### src/include/cb_defines.svh
`ifndef CB_DEFINES_SVH
`define CB_DEFINES_SVH

// Completion buffer depth, kept a power of two
`define CB_NUM_ENTRY 8

// Architectural integer registers
`define CB_NUM_REGS 32

// Load/store unit data memory, in 32-bit words
`define CB_MEM_WORDS 64

// Dispatch to result for a load, at least 2
`define CB_LOAD_LATENCY 3

`endif

### src/hw/cb_pkg.sv
`include "cb_defines.svh"

package cb_pkg;

  typedef logic [31:0] word_t;
  typedef logic [4:0] reg_idx_t;
  typedef logic [$clog2(`CB_NUM_ENTRY)-1:0] cb_idx_t;

  // Codes 5 to 15 are illegal
  typedef enum logic [3:0] {
    OP_ADD   = 4'd0,
    OP_SUB   = 4'd1,
    OP_XOR   = 4'd2,
    OP_LOAD  = 4'd3,
    OP_STORE = 4'd4
  } op_t;

  typedef enum logic [1:0] {
    NO_EXCEPTION  = 2'b00,
    ILLEGAL       = 2'b01,
    MAL_LOADSTORE = 2'b10
  } cb_exception_t;

  // Load/store unit FSM
  typedef enum logic {
    LS_IDLE,
    LS_BUSY
  } ls_state_t;

  // Slot is filled in by the top level from the buffer tail
  typedef struct packed {
    op_t      op;
    reg_idx_t rd;
    word_t    opa;
    word_t    opb;
    word_t    pc;
    cb_idx_t  slot;
  } dispatch_t;

  typedef struct packed {
    cb_idx_t       slot;
    reg_idx_t      rd;
    word_t         data;
    logic          wen;
    cb_exception_t exception;
  } result_t;

  typedef struct packed {
    reg_idx_t rd;
    word_t    data;
    logic     wen;
    word_t    pc;
  } commit_t;

endpackage

### src/hw/reg_file.sv
`timescale 1ns/1ps
`include "cb_defines.svh"

module reg_file (
  input  logic             CLK,
  input  logic             nRST,
  input  logic             wen,
  input  cb_pkg::reg_idx_t wsel,
  input  cb_pkg::word_t    wdata,
  input  cb_pkg::reg_idx_t rsel,
  output cb_pkg::word_t    rdata
);

  cb_pkg::word_t regs [`CB_NUM_REGS];

  // Written only at retirement
  always_ff @(posedge CLK, negedge nRST) begin
    if (!nRST) begin
      for (int i = 0; i < `CB_NUM_REGS; i++) begin
        regs[i] <= '0;
      end
    end else if (wen && (wsel != '0)) begin
      // x0 stays zero
      regs[wsel] <= wdata;
    end
  end

  // Read port for the issue side
  assign rdata = regs[rsel];

endmodule

### config.mk
export PLATFORM = sky130hd
export DESIGN_NAME = reg_file
export DESIGN_NICKNAME = d
export VERILOG_FILES = /design/src/hw/cb_pkg.sv /design/src/hw/reg_file.sv
export VERILOG_INCLUDE_DIRS = /design/src /design/src/include
export SDC_FILE = /design/constraint.sdc
export NUM_CORES = 1
export LEC_CHECK = 0
export BUFFER_PORTS_ARGS = -buffer_cell sky130_fd_sc_hd__buf_2
export CAP_MARGIN = 25
export CELL_PAD_IN_SITES_DETAIL_PLACEMENT = 0
export CELL_PAD_IN_SITES_GLOBAL_PLACEMENT = 1
export CORE_ASPECT_RATIO = 0.9
export CORE_MARGIN = 2
export CORE_UTILIZATION = 55
export DETAILED_ROUTE_END_ITERATION = 10
export GPL_ROUTABILITY_DRIVEN = 1
export HOLD_SLACK_MARGIN = 0.06
export PLACE_DENSITY_LB_ADDON = 0.2
export SLEW_MARGIN = 0
export SYNTH_ARGS = -nofsm -noshare
export SYNTH_HDL_FRONTEND = slang
export SYNTH_SLANG_ARGS = --single-unit
### constraint.sdc
create_clock -name CLK -period 2.2 [get_ports CLK]
set_input_delay 0.11 -clock CLK [delete_from_list [all_inputs] [get_ports CLK]]
set_output_delay 0.11 -clock CLK [all_outputs]
set_load 0.005 [all_outputs]
### Yosys cells after proc, flatten, opt, wreduce, memory -nomap -nowiden

Cells that the tools add are included.

* flip-flop bits (word level): 1024
* input port bits: 45
* output and inout port bits: 32
* word-level logic and storage cells: 46

* order comparisons: 3
* muxes and demuxes: 6
* bitwise gates (word level): 2
* reduce and logical (&&, ||, !) cells: 3

Operator list (number)
* $bwmux W1024: 1
* $bmux W32 S5: 1
* $demux W32 S5: 1
* $mux W32: 3
* $ge A6 B6 Y1 const B: 2
* $not A5 Y6: 2
* $lt A6 B1 Y1 const B: 1
* $reduce_bool A5 Y1: 1
* $logic_and A1 B1 Y1: 2

### Logic depth before layout (Yosys ltp)

* depth after elaboration: 6
* depth in mapped cells: 8
* depth with buffers taken out: 5

### Worst setup path after synthesis

No wires, ideal clock.

* kind: input-to-reg
* start: input wsel[3]
* end: register regs[363] in the netlist's numbering
* arrival time: 1.414 ns
* data required time: 2.072 ns
* slack: 0.659 ns
* stages: 6
* buffers on the path: 3
* path through: buf_2 -> nand4b_1 -> or3_1 -> clkbuf_1 -> buf_2 -> mux2_1

* cells in the longest elaborated chain, start to end: 6

Ends and longest elaborated chain
* start, declared: RTL line reg_file.sv:8 `input cb_pkg::reg_idx_t wsel,`
* $not A5 Y6 (implied by the code): RTL line reg_file.sv:24 `regs[wsel] <= wdata;`
* $ge A6 B6 Y1 (implied by the code) / $lt A6 B1 Y1 (equally long branches): RTL line reg_file.sv:24
* $logic_and A1 B1 Y1 (implied by the code): RTL line reg_file.sv:24
* $mux W32 (implied by the code): RTL line reg_file.sv:24
* $demux W32 S5: RTL line reg_file.sv:24
* $bwmux W1024: RTL line reg_file.sv:24
* end signal, assigned by index: RTL line reg_file.sv:24
* end, declared: RTL line reg_file.sv:14 `` cb_pkg::word_t regs [`CB_NUM_REGS]; ``

Parallel ways exist; a longest one is shown, timed or not.
A chain may end at the register's enable or synchronous reset.

### Worst setup path in the final report

* start: register regs[935] in the netlist's numbering
* end: output rdata[7]

* cells in the longest elaborated chain, start to end: 3

Ends and longest elaborated chain
* $bmux W32 S5: RTL line reg_file.sv:29 `assign rdata = regs[rsel];`
* $mux W32 (implied by the code) (2 in a row): RTL line reg_file.sv:29
* end, declared: RTL line reg_file.sv:11 `output cb_pkg::word_t rdata`

Every way passes these cells. The select of a mux whose other input is x is not followed.

==> flow_summary.json <==
{
  "slew_headroom": 0.5002,
  "final_max_slew_viol_count": 0,
  "p_leak_nw": 25.29,
  "vias_per_cell": 6.180,
  "internal-power_mw": 37.44,
  "routed_wl_mm": 130.1,
  "fin_total_pwr_mw": 50.13,
  "area_growth_pct": 14.45,
  "cts_htree_levels": 3,
  "setup_slack_ps": 31.15,
  "first_pass_iters": 5,
  "fin_tns_setup_ps": 0,
  "gp_congestion": 0.7968,
  "clkSinkCount": 1024,
  "drtIter0Drc": 2416,
  "post-place-cells": 4497,
  "multi_input_comb_area_mm2": 0.01991,
  "syn-instance-count": 3451,
  "fin_nets": 3533,
  "drc": 0,
  "rsz0062_at_grt": "true",
  "postLayoutCellArea_mm2": 0.05347,
  "power.density_mw_per_mm2": 937.5,
  "seqPwrFrac": 0.484,
  "fmax_ghz": 0.4611,
  "p_sw_frac": 0.2532,
  "path_class": "flip-flop to output port",
  "wl_per_cell_um": 27.67,
  "pwr-share-clk": 0.361,
  "yosys-top-cells-count": "dfrtp_1, mux2_2, mux2i_1, clkbuf_1, buf_2",
  "synth-seq-cells": 1024,
  "fin_crit_ps": 2169,
  "synth_area_leaders": "dfrtp_1, mux2_2, mux2i_1",
  "worstPathRequired_ps": 2090,
  "regArea_mm2": 0.02562,
  "cts_tree": "done",
  "status": "complete, no violations",
  "synth_cell_types": 25,
  "clock-root-buffer": "clkbuf_16",
  "dp_slack_ps": 201.6,
  "clk_path_buf_depth": 3,
  "dieArea_mm2": 0.08730,
  "worstMarginPinSlew_ps": 749.7,
  "synth_fp_nets": 3496,
  "grt_pass1_wl_mm": 197.4,
  "cp_max_fo": 2,
  "antenna_found_initial": 5,
  "p_switching_mw": 12.69,
  "syn_area_per_cell_um2": 13.54,
  "ys_async_sr_fraction": 1.000,
  "drv_cap": 0,
  "ir_worst_vdd_v": 0.0006641,
  "grt_max_degree": 113,
  "yosysMostFrequentCell": "dfrtp_1",
  "seq_area_frac_synth": 0.5485,
  "postRouteAntennaNets": 0,
  "setup_violations": 0,
  "netlist_area_mm2": 0.04672,
  "track_usage": 0.3018,
  "finalClockSkew_ps": 0,
  "whs_ps": 91.24,
  "dp.final_hpwl_mm": 76.34,
  "fillCellCount": 6227,
  "largest_register_ff_count": 1024,
  "die_w_um": 311.2,
  "start_kind": "flip-flop",
  "port_buffers": 76,
  "place_area_mm2": 0.04957,
  "synth_edf_count": 0,
  "rows": 101,
  "core-area_mm2": 0.08429,
  "p_comb_frac": 0.155,
  "hold_viol_final": 0,
  "start_util": 0.5543,
  "end_kind": "output port",
  "die_h_um": 280.5,
  "reg_top3": "regs x1024",
  "synth_top_cell_area_share": 0.5485,
  "min_path_type": "primary input to flip-flop",
  "fin_cells": 4701,
  "synth_ff_type": "dfrtp_1",
  "vias": 29050,
  "io_pins": 77,
  "grt_pass1_vias": 30980,
  "clk-insertion-delay-late_ps": 670,
  "clkSlewWorstSetupHoldPaths_ps": 60,
  "largest-register": "regs",
  "utilization": 0.6344,
  "yosysTopAreaCell": "dfrtp_1",
  "crit_arrival_ps": 2060,
  "synth_warnings": 0,
  "drive_gt1_frac": 0.4114,
  "fin_crit_sh": 0.9858,
  "numCtsBuffers": 102,
  "grt_overflow_total": 0
}
## cell usage in the layout (no fill, tap or decap), types with 4 or more instances in the layout
master,count
a21oi_1,96
a22o_1,64
a22oi_1,96
a31oi_1,25
a31oi_2,6
buf_12,76
buf_2,71
buf_4,118
bufinv_16,11
clkbuf_1,21
clkbuf_16,105
clkbuf_8,22
clkinv_2,12
clkinvlp_4,7
dfrtp_1,1024
dlygate4sd3_1,19
mux2_1,27
mux2_2,965
mux2i_1,510
nand2_1,98
nand2_2,12
nand3_1,84
nand3_2,13
nor2_4,13
nor2b_4,4
nor3_1,25
nor3_2,10
## power groups by stage
| stage | Sequential, mW | Clock (mW) | Combinational [mW] |
|---|---|---|---|
| finish | 24.2 | 18.1 | 7.77 |
| global route | 24.6 | 19.2 | 8.46 |
| CTS | 24.2 | 18.4 | 7.79 |
| detailed placement | 24.5 | 0 | 7.69 |
| global placement | 24.2 | 0 | 7.34 |
| floorplan | 23.9 | 0 | 5.58 |
## final timing paths
kind | from | to | slack [ps] | cells past startpoint
max | regs[935] | rdata[7] | 30 | 6
min reg2reg | regs[1008] | regs[1008] | 380 | 0
min in group asynchronous | nRST | regs[148] | 120 | 3
min | wdata[29] | regs[477] | 90 | 2
max in group asynchronous | nRST | regs[93] | 1390 | 4
max reg2reg | regs[991] | regs[991] | 1320 | 2
## cell type report
cell class / count / share of cell area
sequential: 1024 / 0.4792
multi-input combinational: 2071 / 0.3723
timing repair buffer: 289 / 0.05641
clock buffer: 148 / 0.05627
tap: 1133 / 0.02651
clock inverter: 34 / 0.009219
antenna: 2 / 0.00009360
## metal layers
| layer | track usage | wire length (um) |
|---|---|---|
| met1 | 0.4216 | 58100 |
| met2 | 0.4841 | 60750 |
| met3 | 0.04664 | 6943 |
| met4 | 0.1041 | 4248 |
| met5 | 0 | 26 |
## critical path: stages (launching register included)
cell,delay [ps]
dfrtp_1,380
mux2i_1,130
a22o_1,200
nor3_1,70
a31oi_2,270
nand3_2,180
buf_6,170
## kinds of logic (layout without fill, tap and decap cells)
| group | after synthesis | in the layout | share of synthesized area |
|---|---|---|---|
| multiplexers | 1504 | 1504 | 0.3488 |
| AND/OR/NAND/NOR | 279 | 279 | 0.02775 |
| flip-flops | 1024 | 1024 | 0.5485 |
| buffers and inverters | 356 | 471 | 0.03299 |
| other | 0 | 2 | 0 |
| AO/OA/AOI/OAI | 288 | 288 | 0.04199 |
## timing repair
action	4_1_cts	5_1_grt
pin swaps	7	12
endpoints found under the hold margin	1145	0
setup endpoints to repair	10	16
hold buffers	20	0
gates resized for setup	12	22
setup buffers	0	1
Power figures use the tool's default switching activity.
