<file path="config.mk">
export PLATFORM = sky130hd
export DESIGN_NAME = load_store_unit
export DESIGN_NICKNAME = d
export VERILOG_FILES = /design/src/hw/cb_pkg.sv /design/src/hw/load_store_unit.sv
export VERILOG_INCLUDE_DIRS = /design/src /design/src/include
export SDC_FILE = /design/constraint.sdc
export NUM_CORES = 2
export LEC_CHECK = 0
export ABC_CLOCK_PERIOD_IN_PS = 2700
export BUFFER_PORTS_ARGS = -buffer_cell sky130_fd_sc_hd__buf_2
export CAP_MARGIN = 10
export CORE_MARGIN = 1.5
export CORE_UTILIZATION = 50
export DETAILED_ROUTE_END_ITERATION = 10
export PLACE_DENSITY = 0.75
export SYNTH_ARGS = -nofsm -noshare
export SYNTH_HDL_FRONTEND = slang
export SYNTH_SLANG_ARGS = --single-unit
</file>
<file path="constraint.sdc">
create_clock -name CLK -period 2.7 [get_ports CLK]
set_clock_uncertainty 0.1 [all_clocks]
set_input_delay 0.27 -clock CLK [delete_from_list [all_inputs] [get_ports CLK]]
set_output_delay 0.27 -clock CLK [all_outputs]
set_load 0.03 [all_outputs]
</file>
<file path="src/include/cb_defines.svh">
`ifndef CB_DEFINES_SVH
`define CB_DEFINES_SVH

// Completion buffer depth, kept a power of two
`define CB_NUM_ENTRY 8

// Architectural integer registers
`define CB_NUM_REGS 32

// Load/store unit data memory, in 32-bit words
`define CB_MEM_WORDS 64

// Dispatch to result for a load, at least 2
`define CB_LOAD_LATENCY 3

`endif

</file>
<file path="src/hw/cb_pkg.sv">
`include "cb_defines.svh"

package cb_pkg;

  typedef logic [31:0] word_t;
  typedef logic [4:0] reg_idx_t;
  typedef logic [$clog2(`CB_NUM_ENTRY)-1:0] cb_idx_t;

  // Codes 5 to 15 are illegal
  typedef enum logic [3:0] {
    OP_ADD   = 4'd0,
    OP_SUB   = 4'd1,
    OP_XOR   = 4'd2,
    OP_LOAD  = 4'd3,
    OP_STORE = 4'd4
  } op_t;

  typedef enum logic [1:0] {
    NO_EXCEPTION  = 2'b00,
    ILLEGAL       = 2'b01,
    MAL_LOADSTORE = 2'b10
  } cb_exception_t;

  // Load/store unit FSM
  typedef enum logic {
    LS_IDLE,
    LS_BUSY
  } ls_state_t;

  // Slot is filled in by the top level from the buffer tail
  typedef struct packed {
    op_t      op;
    reg_idx_t rd;
    word_t    opa;
    word_t    opb;
    word_t    pc;
    cb_idx_t  slot;
  } dispatch_t;

  typedef struct packed {
    cb_idx_t       slot;
    reg_idx_t      rd;
    word_t         data;
    logic          wen;
    cb_exception_t exception;
  } result_t;

  typedef struct packed {
    reg_idx_t rd;
    word_t    data;
    logic     wen;
    word_t    pc;
  } commit_t;

endpackage

</file>
<file path="src/hw/load_store_unit.sv">
`timescale 1ns/1ps
`include "cb_defines.svh"

module load_store_unit (
  input  logic              CLK,
  input  logic              nRST,
  input  logic              alloc_en,
  input  cb_pkg::dispatch_t alloc_op,
  input  logic              flush,
  output logic              busy,
  output logic              result_en,
  output cb_pkg::result_t   result
);

  localparam int MW = $clog2(`CB_MEM_WORDS);
  localparam int CW = $clog2(`CB_LOAD_LATENCY) + 1;
  localparam logic [CW-1:0] CNT_INIT = CW'(`CB_LOAD_LATENCY - 1);

  cb_pkg::ls_state_t state;
  logic [CW-1:0]     cnt;
  cb_pkg::word_t     mem [`CB_MEM_WORDS];
  logic [MW-1:0]     word_idx;
  logic [MW-1:0]     ld_idx;
  logic              aligned;
  logic              is_load;

  // Address is operand a, byte addressed
  assign word_idx = alloc_op.opa[MW+1:2];
  assign aligned  = (alloc_op.opa[1:0] == 2'b00);
  assign is_load  = (alloc_op.op == cb_pkg::OP_LOAD);
  assign busy     = (state == cb_pkg::LS_BUSY);

  // FSM, latency counter and memory
  always_ff @(posedge CLK, negedge nRST) begin
    if (!nRST) begin
      state     <= cb_pkg::LS_IDLE;
      cnt       <= '0;
      result_en <= 1'b0;
      for (int i = 0; i < `CB_MEM_WORDS; i++) begin
        mem[i] <= '0;
      end
    end else begin
      result_en <= 1'b0;
      if (flush) begin
        state <= cb_pkg::LS_IDLE;
      end else if (state == cb_pkg::LS_BUSY) begin
        if (cnt == CW'(1)) begin
          state     <= cb_pkg::LS_IDLE;
          result_en <= 1'b1;
        end else begin
          cnt <= cnt - 1'b1;
        end
      end else if (alloc_en) begin
        if (aligned && is_load) begin
          state <= cb_pkg::LS_BUSY;
          cnt   <= CNT_INIT;
        end else begin
          // Store or misaligned access answers next cycle
          result_en <= 1'b1;
          if (aligned) begin
            mem[word_idx] <= alloc_op.opb;
          end
        end
      end
    end
  end

  // Result payload, load data sampled while counting
  always_ff @(posedge CLK) begin
    if (state == cb_pkg::LS_BUSY) begin
      result.data <= mem[ld_idx];
    end else if (alloc_en) begin
      ld_idx           <= word_idx;
      result.slot      <= alloc_op.slot;
      result.rd        <= alloc_op.rd;
      result.data      <= '0;
      result.wen       <= aligned && is_load;
      result.exception <= aligned ? cb_pkg::NO_EXCEPTION : cb_pkg::MAL_LOADSTORE;
    end
  end

endmodule

</file>
== Word-level counts from Yosys, hierarchy flattened ==
Cells that the tools add are included.

* Flip-flop bits (word level): 2102
* Bits of input ports: 112
* Logic and storage cells: 116

* Add/subtract/negate cells: 1
* $lt $le $gt $ge: 3
* Eq/ne operators: 3
* Multiplexer cells: 23
* Bitwise gates (word level): 5
* Reductions and logical operators: 8

{| class="wikitable"
|+ Operators with widths
! kind !! number
|-
| 2048-bit bitwise mux || 1
|-
| 32-bit binary-select mux with 6-bit select || 1
|-
| 32-bit demux with 6-bit select || 1
|-
| 32-bit 2-to-1 mux || 4
|-
| 35-bit 2-to-1 mux || 1
|-
| 7-bit >= comparator (second input constant) || 2
|-
| 6-bit inverter with 7-bit output || 2
|-
| 3-bit 2-to-1 mux || 4
|-
| 1-bit 2-to-1 mux || 10
|-
| 7-bit by 1-bit less-than comparator with 1-bit output (second input constant) || 1
|-
| 5-bit AND reduction || 1
|-
| 4-bit by 2-bit == test with 1-bit output (second input constant) || 1
|-
| 4-bit AND reduction || 1
|-
| 2-bit nonzero test || 2
|-
| 3-bit by 1-bit == test with 1-bit output (second input constant) || 1
|-
| 1-bit inverter || 3
|-
| 3-bit by 1-bit subtractor with 3-bit output (second input constant) || 1
|-
| 1-bit logical AND || 2
|-
| 2-bit zero test || 1
|-
| 2-bit 2-to-1 mux || 1
|-
| 2-bit != test (second input constant) || 1
|-
| 2-bit AND reduction || 1
|}

== Depth between registers and ports, before layout ==
* Word-level depth: 6
* Mapped depth: 10
* Mapped depth without buffers: 7

== Worst setup path after synthesis ==
Ideal clock, no wire load.

* Path kind: flip-flop to flip-flop
* From: register ld_idx[0]
* To: register result[13] (netlist bit) (data pin)
* Library setup time: 0.269 ns
* Arrival: 2.431 ns
* Required time: 2.331 ns
* Setup slack: -0.100 ns
* Cell stages (with the launch flop): 8
* Buffers on the path: 3
* Period minus slack after synthesis: 2.800 ns
* Cells stage by stage: edfxtp_1 > buf_2 > buf_2 > buf_1 > mux4_2 > mux4_2 > a22oi_1 > o21ai_0

* Cells in the longest elaborated chain, start to end: 5

{| class="wikitable"
|+ RTL lines
! item !! line !! text
|-
| start: declaration || load_store_unit.sv:23 || <nowiki>logic [MW-1:0] ld_idx;</nowiki>
|-
| start signal: assignment || load_store_unit.sv:73 || <nowiki>ld_idx <= word_idx;</nowiki>
|-
| 6-bit inverter with 7-bit output (not written as such) || load_store_unit.sv:71 || <nowiki>result.data <= mem[ld_idx];</nowiki>
|-
| 32-bit binary-select mux with 6-bit select || load_store_unit.sv:71 ||
|-
| 32-bit 2-to-1 mux (not written as such) (2 in series) || load_store_unit.sv:71 ||
|-
| 32-bit 2-to-1 mux || load_store_unit.sv:70 || <nowiki>if (state == cb_pkg::LS_BUSY) begin</nowiki>
|-
| end: declaration || load_store_unit.sv:12 || <nowiki>output cb_pkg::result_t result</nowiki>
|}

Every way passes these cells. The select of a mux whose other input is x is not followed.
A chain may end at the register's enable or synchronous reset.

== Worst setup path in the final report ==
* From: register ld_idx[0]
* To: register result[3] (netlist bit) (data pin)

The elaborated chain is that of the path after synthesis.

==> impl_table.tex <==
\begin{tabular}{lr}
\hline
Metric & Value \\
\hline
\multicolumn{2}{l}{\textbf{Critical path}} \\
\quad Largest stage delay on the critical path & 530 ps \\
\quad Worst Reg2Reg Path Length in Cells & 9 \\
\quad Most prevalent standard cell on the critical path & buf\_16 \\
\quad CP startpoint kind & register \\
\quad Critical-path maximum fanout & 8 \\
\quad CP cell instances & buf\_12 -> buf\_16 -> buf\_16 -> buf\_8 -> mux4\_2 -> mux2i\_4 -> o22ai\_2 -> o31a\_1 -> a221o\_1 \\
\quad Number of buffer and inverter instances along the worst setup path & 4 \\
\quad Endpoint kind of the worst setup timing path & register \\
\quad Critical path start-end classification & reg2reg \\
\quad Logic depth of the worst path, buffers included & 9 \\
\quad Cell type of the slowest stage on the worst timing path & mux4\_2 \\
\quad Critical path required time & 3190 ps \\
\quad Critical path data arrival time & 3420 ps \\
\quad Cell family with most CP delay & compound AO/OA/AOI/OAI gates \\
\multicolumn{2}{l}{\textbf{STA}} \\
\quad Crit share post-route & 1.086 \\
\quad Finish-stage setup viols & 32 \\
\quad Worst-case headroom to the max-slew limit & 0.0007050 \\
\quad Final slew viol count & 0 \\
\quad Peak Freq & 341.0 MHz \\
\quad Min cycle time layout & 2933 ps \\
\quad Fin worst setup slack & -233.0 ps \\
\quad Hold\_ws & 72.52 ps \\
\quad Hold Violations, Final & 0 \\
\quad Unrepaired setup endpoints after global routing & true \\
\quad Tightest Pin Transition & 1487 ps \\
\multicolumn{2}{l}{\textbf{Synthesis}} \\
\quad Area share of the largest cell type after synthesis & 0.5428 \\
\quad Yosys warnings & 0 \\
\quad Ranking of synthesized cells by area & dfrtp\_1 54\%, mux2\_2 24\%, mux4\_2 13\% \\
\quad Area of the mapped netlist & 0.09465 sq mm \\
\quad Most area-hungry cell type in the Yosys netlist & dfrtp\_1 \\
\quad Number of synthesized register bits & 2101 \\
\quad Most common flop cell mapped by yosys & dfrtp\_1 \\
\quad Synth async-reset ratio & 0.9772 \\
\quad Sequential area share after synthesis & 0.5580 \\
\quad Post-synthesis average cell area & 16.14 sq um \\
\quad Total nets after synthesis & 5977 \\
\quad Gate count of the mapped netlist & 5863 \\
\quad Number of enable-type register cells in the synthesized netlist & 48 \\
\quad Count of cell types in the netlist & 64 \\
\multicolumn{2}{l}{\textbf{Place}} \\
\quad Post-Place Setup Slack & -705.5 ps \\
\quad Count of port buffers added during placement & 99 \\
\quad Weighted congestion reported at the end of routability-driven placement & 0.8419 \\
\quad Dpl cells & 8412 \\
\quad Post-detail-place hpwl & 170700 microns \\
\quad Placement Cell Area & 0.1028 sq mm \\
\multicolumn{2}{l}{\textbf{Global routing}} \\
\quad Largest net degree at the start of global routing & 141 \\
\quad Number of global-route vias before repair & 59288 \\
\quad Aggregate global routing overflow & 0 \\
\quad First-pass GRT wire length & 398200 microns \\
\quad Global-route total usage across every layer & 0.2799 \\
\quad Antenna violations before repair & 14 \\
\multicolumn{2}{l}{\textbf{Cells and area}} \\
\quad Post-route non-filler standard cell count & 8941 \\
\quad Commonest cells after routing, fill and taps aside & 2056 x mux2\_2, 2053 x dfrtp\_1, 559 x mux4\_2 \\
\quad Layout cell share with drive strength beyond 1 & 0.5985 \\
\quad Summed area of non-filler cells in the final layout & 0.1128 sq mm \\
\quad Area taken by flip-flops and latches & 0.05282 sq mm \\
\quad Commonest non-fill, non-tap cell in the layout & mux2\_2 \\
\quad Syn-to-layout area delta & 19.15\% \\
\quad Multi-input gate area in the final layout & 0.04029 sq mm \\
\quad Total number of nets in the final design & 6379 \\
\quad FILL cells & 13461 \\
\multicolumn{2}{l}{\textbf{Drt}} \\
\quad Vias after detailed routing & 55616 \\
\quad Number of DRC violations after detailed-routing iteration 0 & 4831 \\
\quad Total routed wire length on the met1 layer & 108400 microns \\
\quad DRT Pass-1 Iters & 10 \\
\quad Met3 WL post-DR & 18400 microns \\
\quad Sum of routed wire length over all layers & 265800 microns \\
\quad Number of design rule violations left after detail routing & 18 \\
\quad Detailed-route vias per instance & 6.220 \\
\quad Average wire per standard cell & 29.73 microns \\
\quad Top Metal Used & met5 \\
\quad Met2 routed wirelength & 128700 microns \\
\quad Residual antenna-violating net count after detailed routing & 0 \\
\multicolumn{2}{l}{\textbf{Status}} \\
\quad Violations in the final reports & DRC, capacitance limit, setup timing \\
\quad Outcome & finished with violations \\
\multicolumn{2}{l}{\textbf{Min path}} \\
\quad Hold path cells & 2 \\
\quad Class of the worst hold path & in2reg \\
\multicolumn{2}{l}{\textbf{Clock network}} \\
\quad CTS root buffer & clkbuf\_16 \\
\quad Insertion delay of the later-clocked pin in the worst-skew pair & 870 ps \\
\quad \# H-tree levels & 4 \\
\quad Max clock buf depth & 3 \\
\quad Clock slew at the register clock pins of the worst setup and hold paths & 60 ps \\
\quad Clock tree from TritonCTS & yes \\
\quad Number of buffers added by the clock tree synthesis step & 209 \\
\quad \# clock sinks & 2101 \\
\multicolumn{2}{l}{\textbf{Floorplanning}} \\
\quad Area of the placeable core & 0.1880 sq mm \\
\quad Starting density of the core & 0.5035 \\
\quad Horizontal extent of the die & 438.1 microns \\
\quad Floorplan row count & 159 \\
\quad Number of I/O pins & 157 \\
\quad Die outline area & 0.1919 sq mm \\
\quad Height of the chip & 438.1 microns \\
\multicolumn{2}{l}{\textbf{Pwr}} \\
\quad Worst supply voltage drop on vdd & 0.7337 mV \\
\quad Power density cells & 610.8 mW/mm\^{}2 \\
\quad Standby leakage power & 54.30 nW \\
\quad Total chip power & 68.89 mW \\
\multicolumn{2}{l}{\textbf{Run}} \\
\quad Max-Cap Viols & 1 \\
\hline
\end{tabular}
==> stage by stage <==
stage            util  setup TNS [ps]
6_report       0.5999           -4605
5_1_grt        0.5999           -5799
4_1_cts        0.5974           -3953
3_5_place_dp   0.5468         -186420
3_3_place_gp   0.5468         -132440
2_1_floorplan       -               0
==> report_power, final <==
group          leakage, nW  internal (mW)  switching, mW
logic                 21.7           2.22           2.78
clock network         3.63           18.2           12.9
registers             29.0           32.4          0.421
==> flip-flops by register name, indices dropped and copies added, names as in the netlist <==
signal	count
ld_idx	6
result_en	1
cnt	3
mem	2048
result	42
busy	1
==> final cells by class <==
class / count / share of cell area
Antenna cell: 5 / 0.0001109
Clock buffer: 305 / 0.05410
Clock inverter: 82 / 0.01163
Inverter: 11 / 0.0004659
Multi-Input combinational cell: 3158 / 0.3572
Sequential cell: 2101 / 0.4683
Tap cell: 2495 / 0.02768
Timing Repair Buffer: 784 / 0.08049
==> worst reg2reg max path: stages, from the launching register on <==
cell	delay, ps
edfxtp_1	400
buf_12	150
buf_16	170
buf_16	190
buf_8	160
mux4_2	530
mux2i_4	190
o22ai_2	170
o31a_1	340
a221o_1	270
==> cell usage after synthesis (7+ instances only) <==
cell type     n
o22ai_1      18
a22oi_1      14
a31oi_1       7
dfrtp_1    2053
nand3_1      18
nor2_2        8
nor2b_1       9
nand2_1     103
nor2_1       52
mux2_2     2059
o21ai_0      28
mux2i_1     117
mux4_2      559
a211oi_1     11
a21oi_1      36
inv_1         9
clkbuf_1    318
mux2_1       20
nor3_1       14
edfxtp_1     48
buf_1       128
o211ai_1     10
buf_2       143
==> routing by layer <==
layer  vias to the layer above  track usage
met3                       535      0.05472
met5                         -            0
met2                      1955       0.4545
li1                      22670            -
met4                         4      0.09935
met1                     30452       0.3775
==> what timing repair did <==
item | in CTS | in global routing
pin swaps | 34 | 26
cloned | 11 | 5
setup endpoints to repair | 503 | 115
hold endpoints to repair | 2112 | 0
buffers inserted | 62 | 21
hold buffers | 49 | 0
gates resized for setup | 177 | 71
==> final timing paths <==
path	start	to	slack, ps
max	ld_idx[0]	result[3]	-230
min	alloc_op[45]	mem[938]	70
max reg2reg	ld_idx[0]	result[3]	-230
min reg2reg	mem[594]	mem[594]	380
max in group asynchronous	nRST	mem[1087]	990
min in group asynchronous	nRST	mem[960]	160
==> logic make-up after synthesis <==
logic type               after synthesis  share of synthesized area
XOR/XNOR                               1                 0.00009255
buffers and inverters                604                    0.02600
adder cells (fa/ha/maj)                2                  0.0002643
AO/OA/AOI/OAI                        157                    0.01088
AND/OR/NAND/NOR                      242                    0.01203
flip-flops                          2101                     0.5580
multiplexers                        2755                     0.3927
other                                  1                 0.00003962
Note: power is estimated with default switching activity, not from simulation.
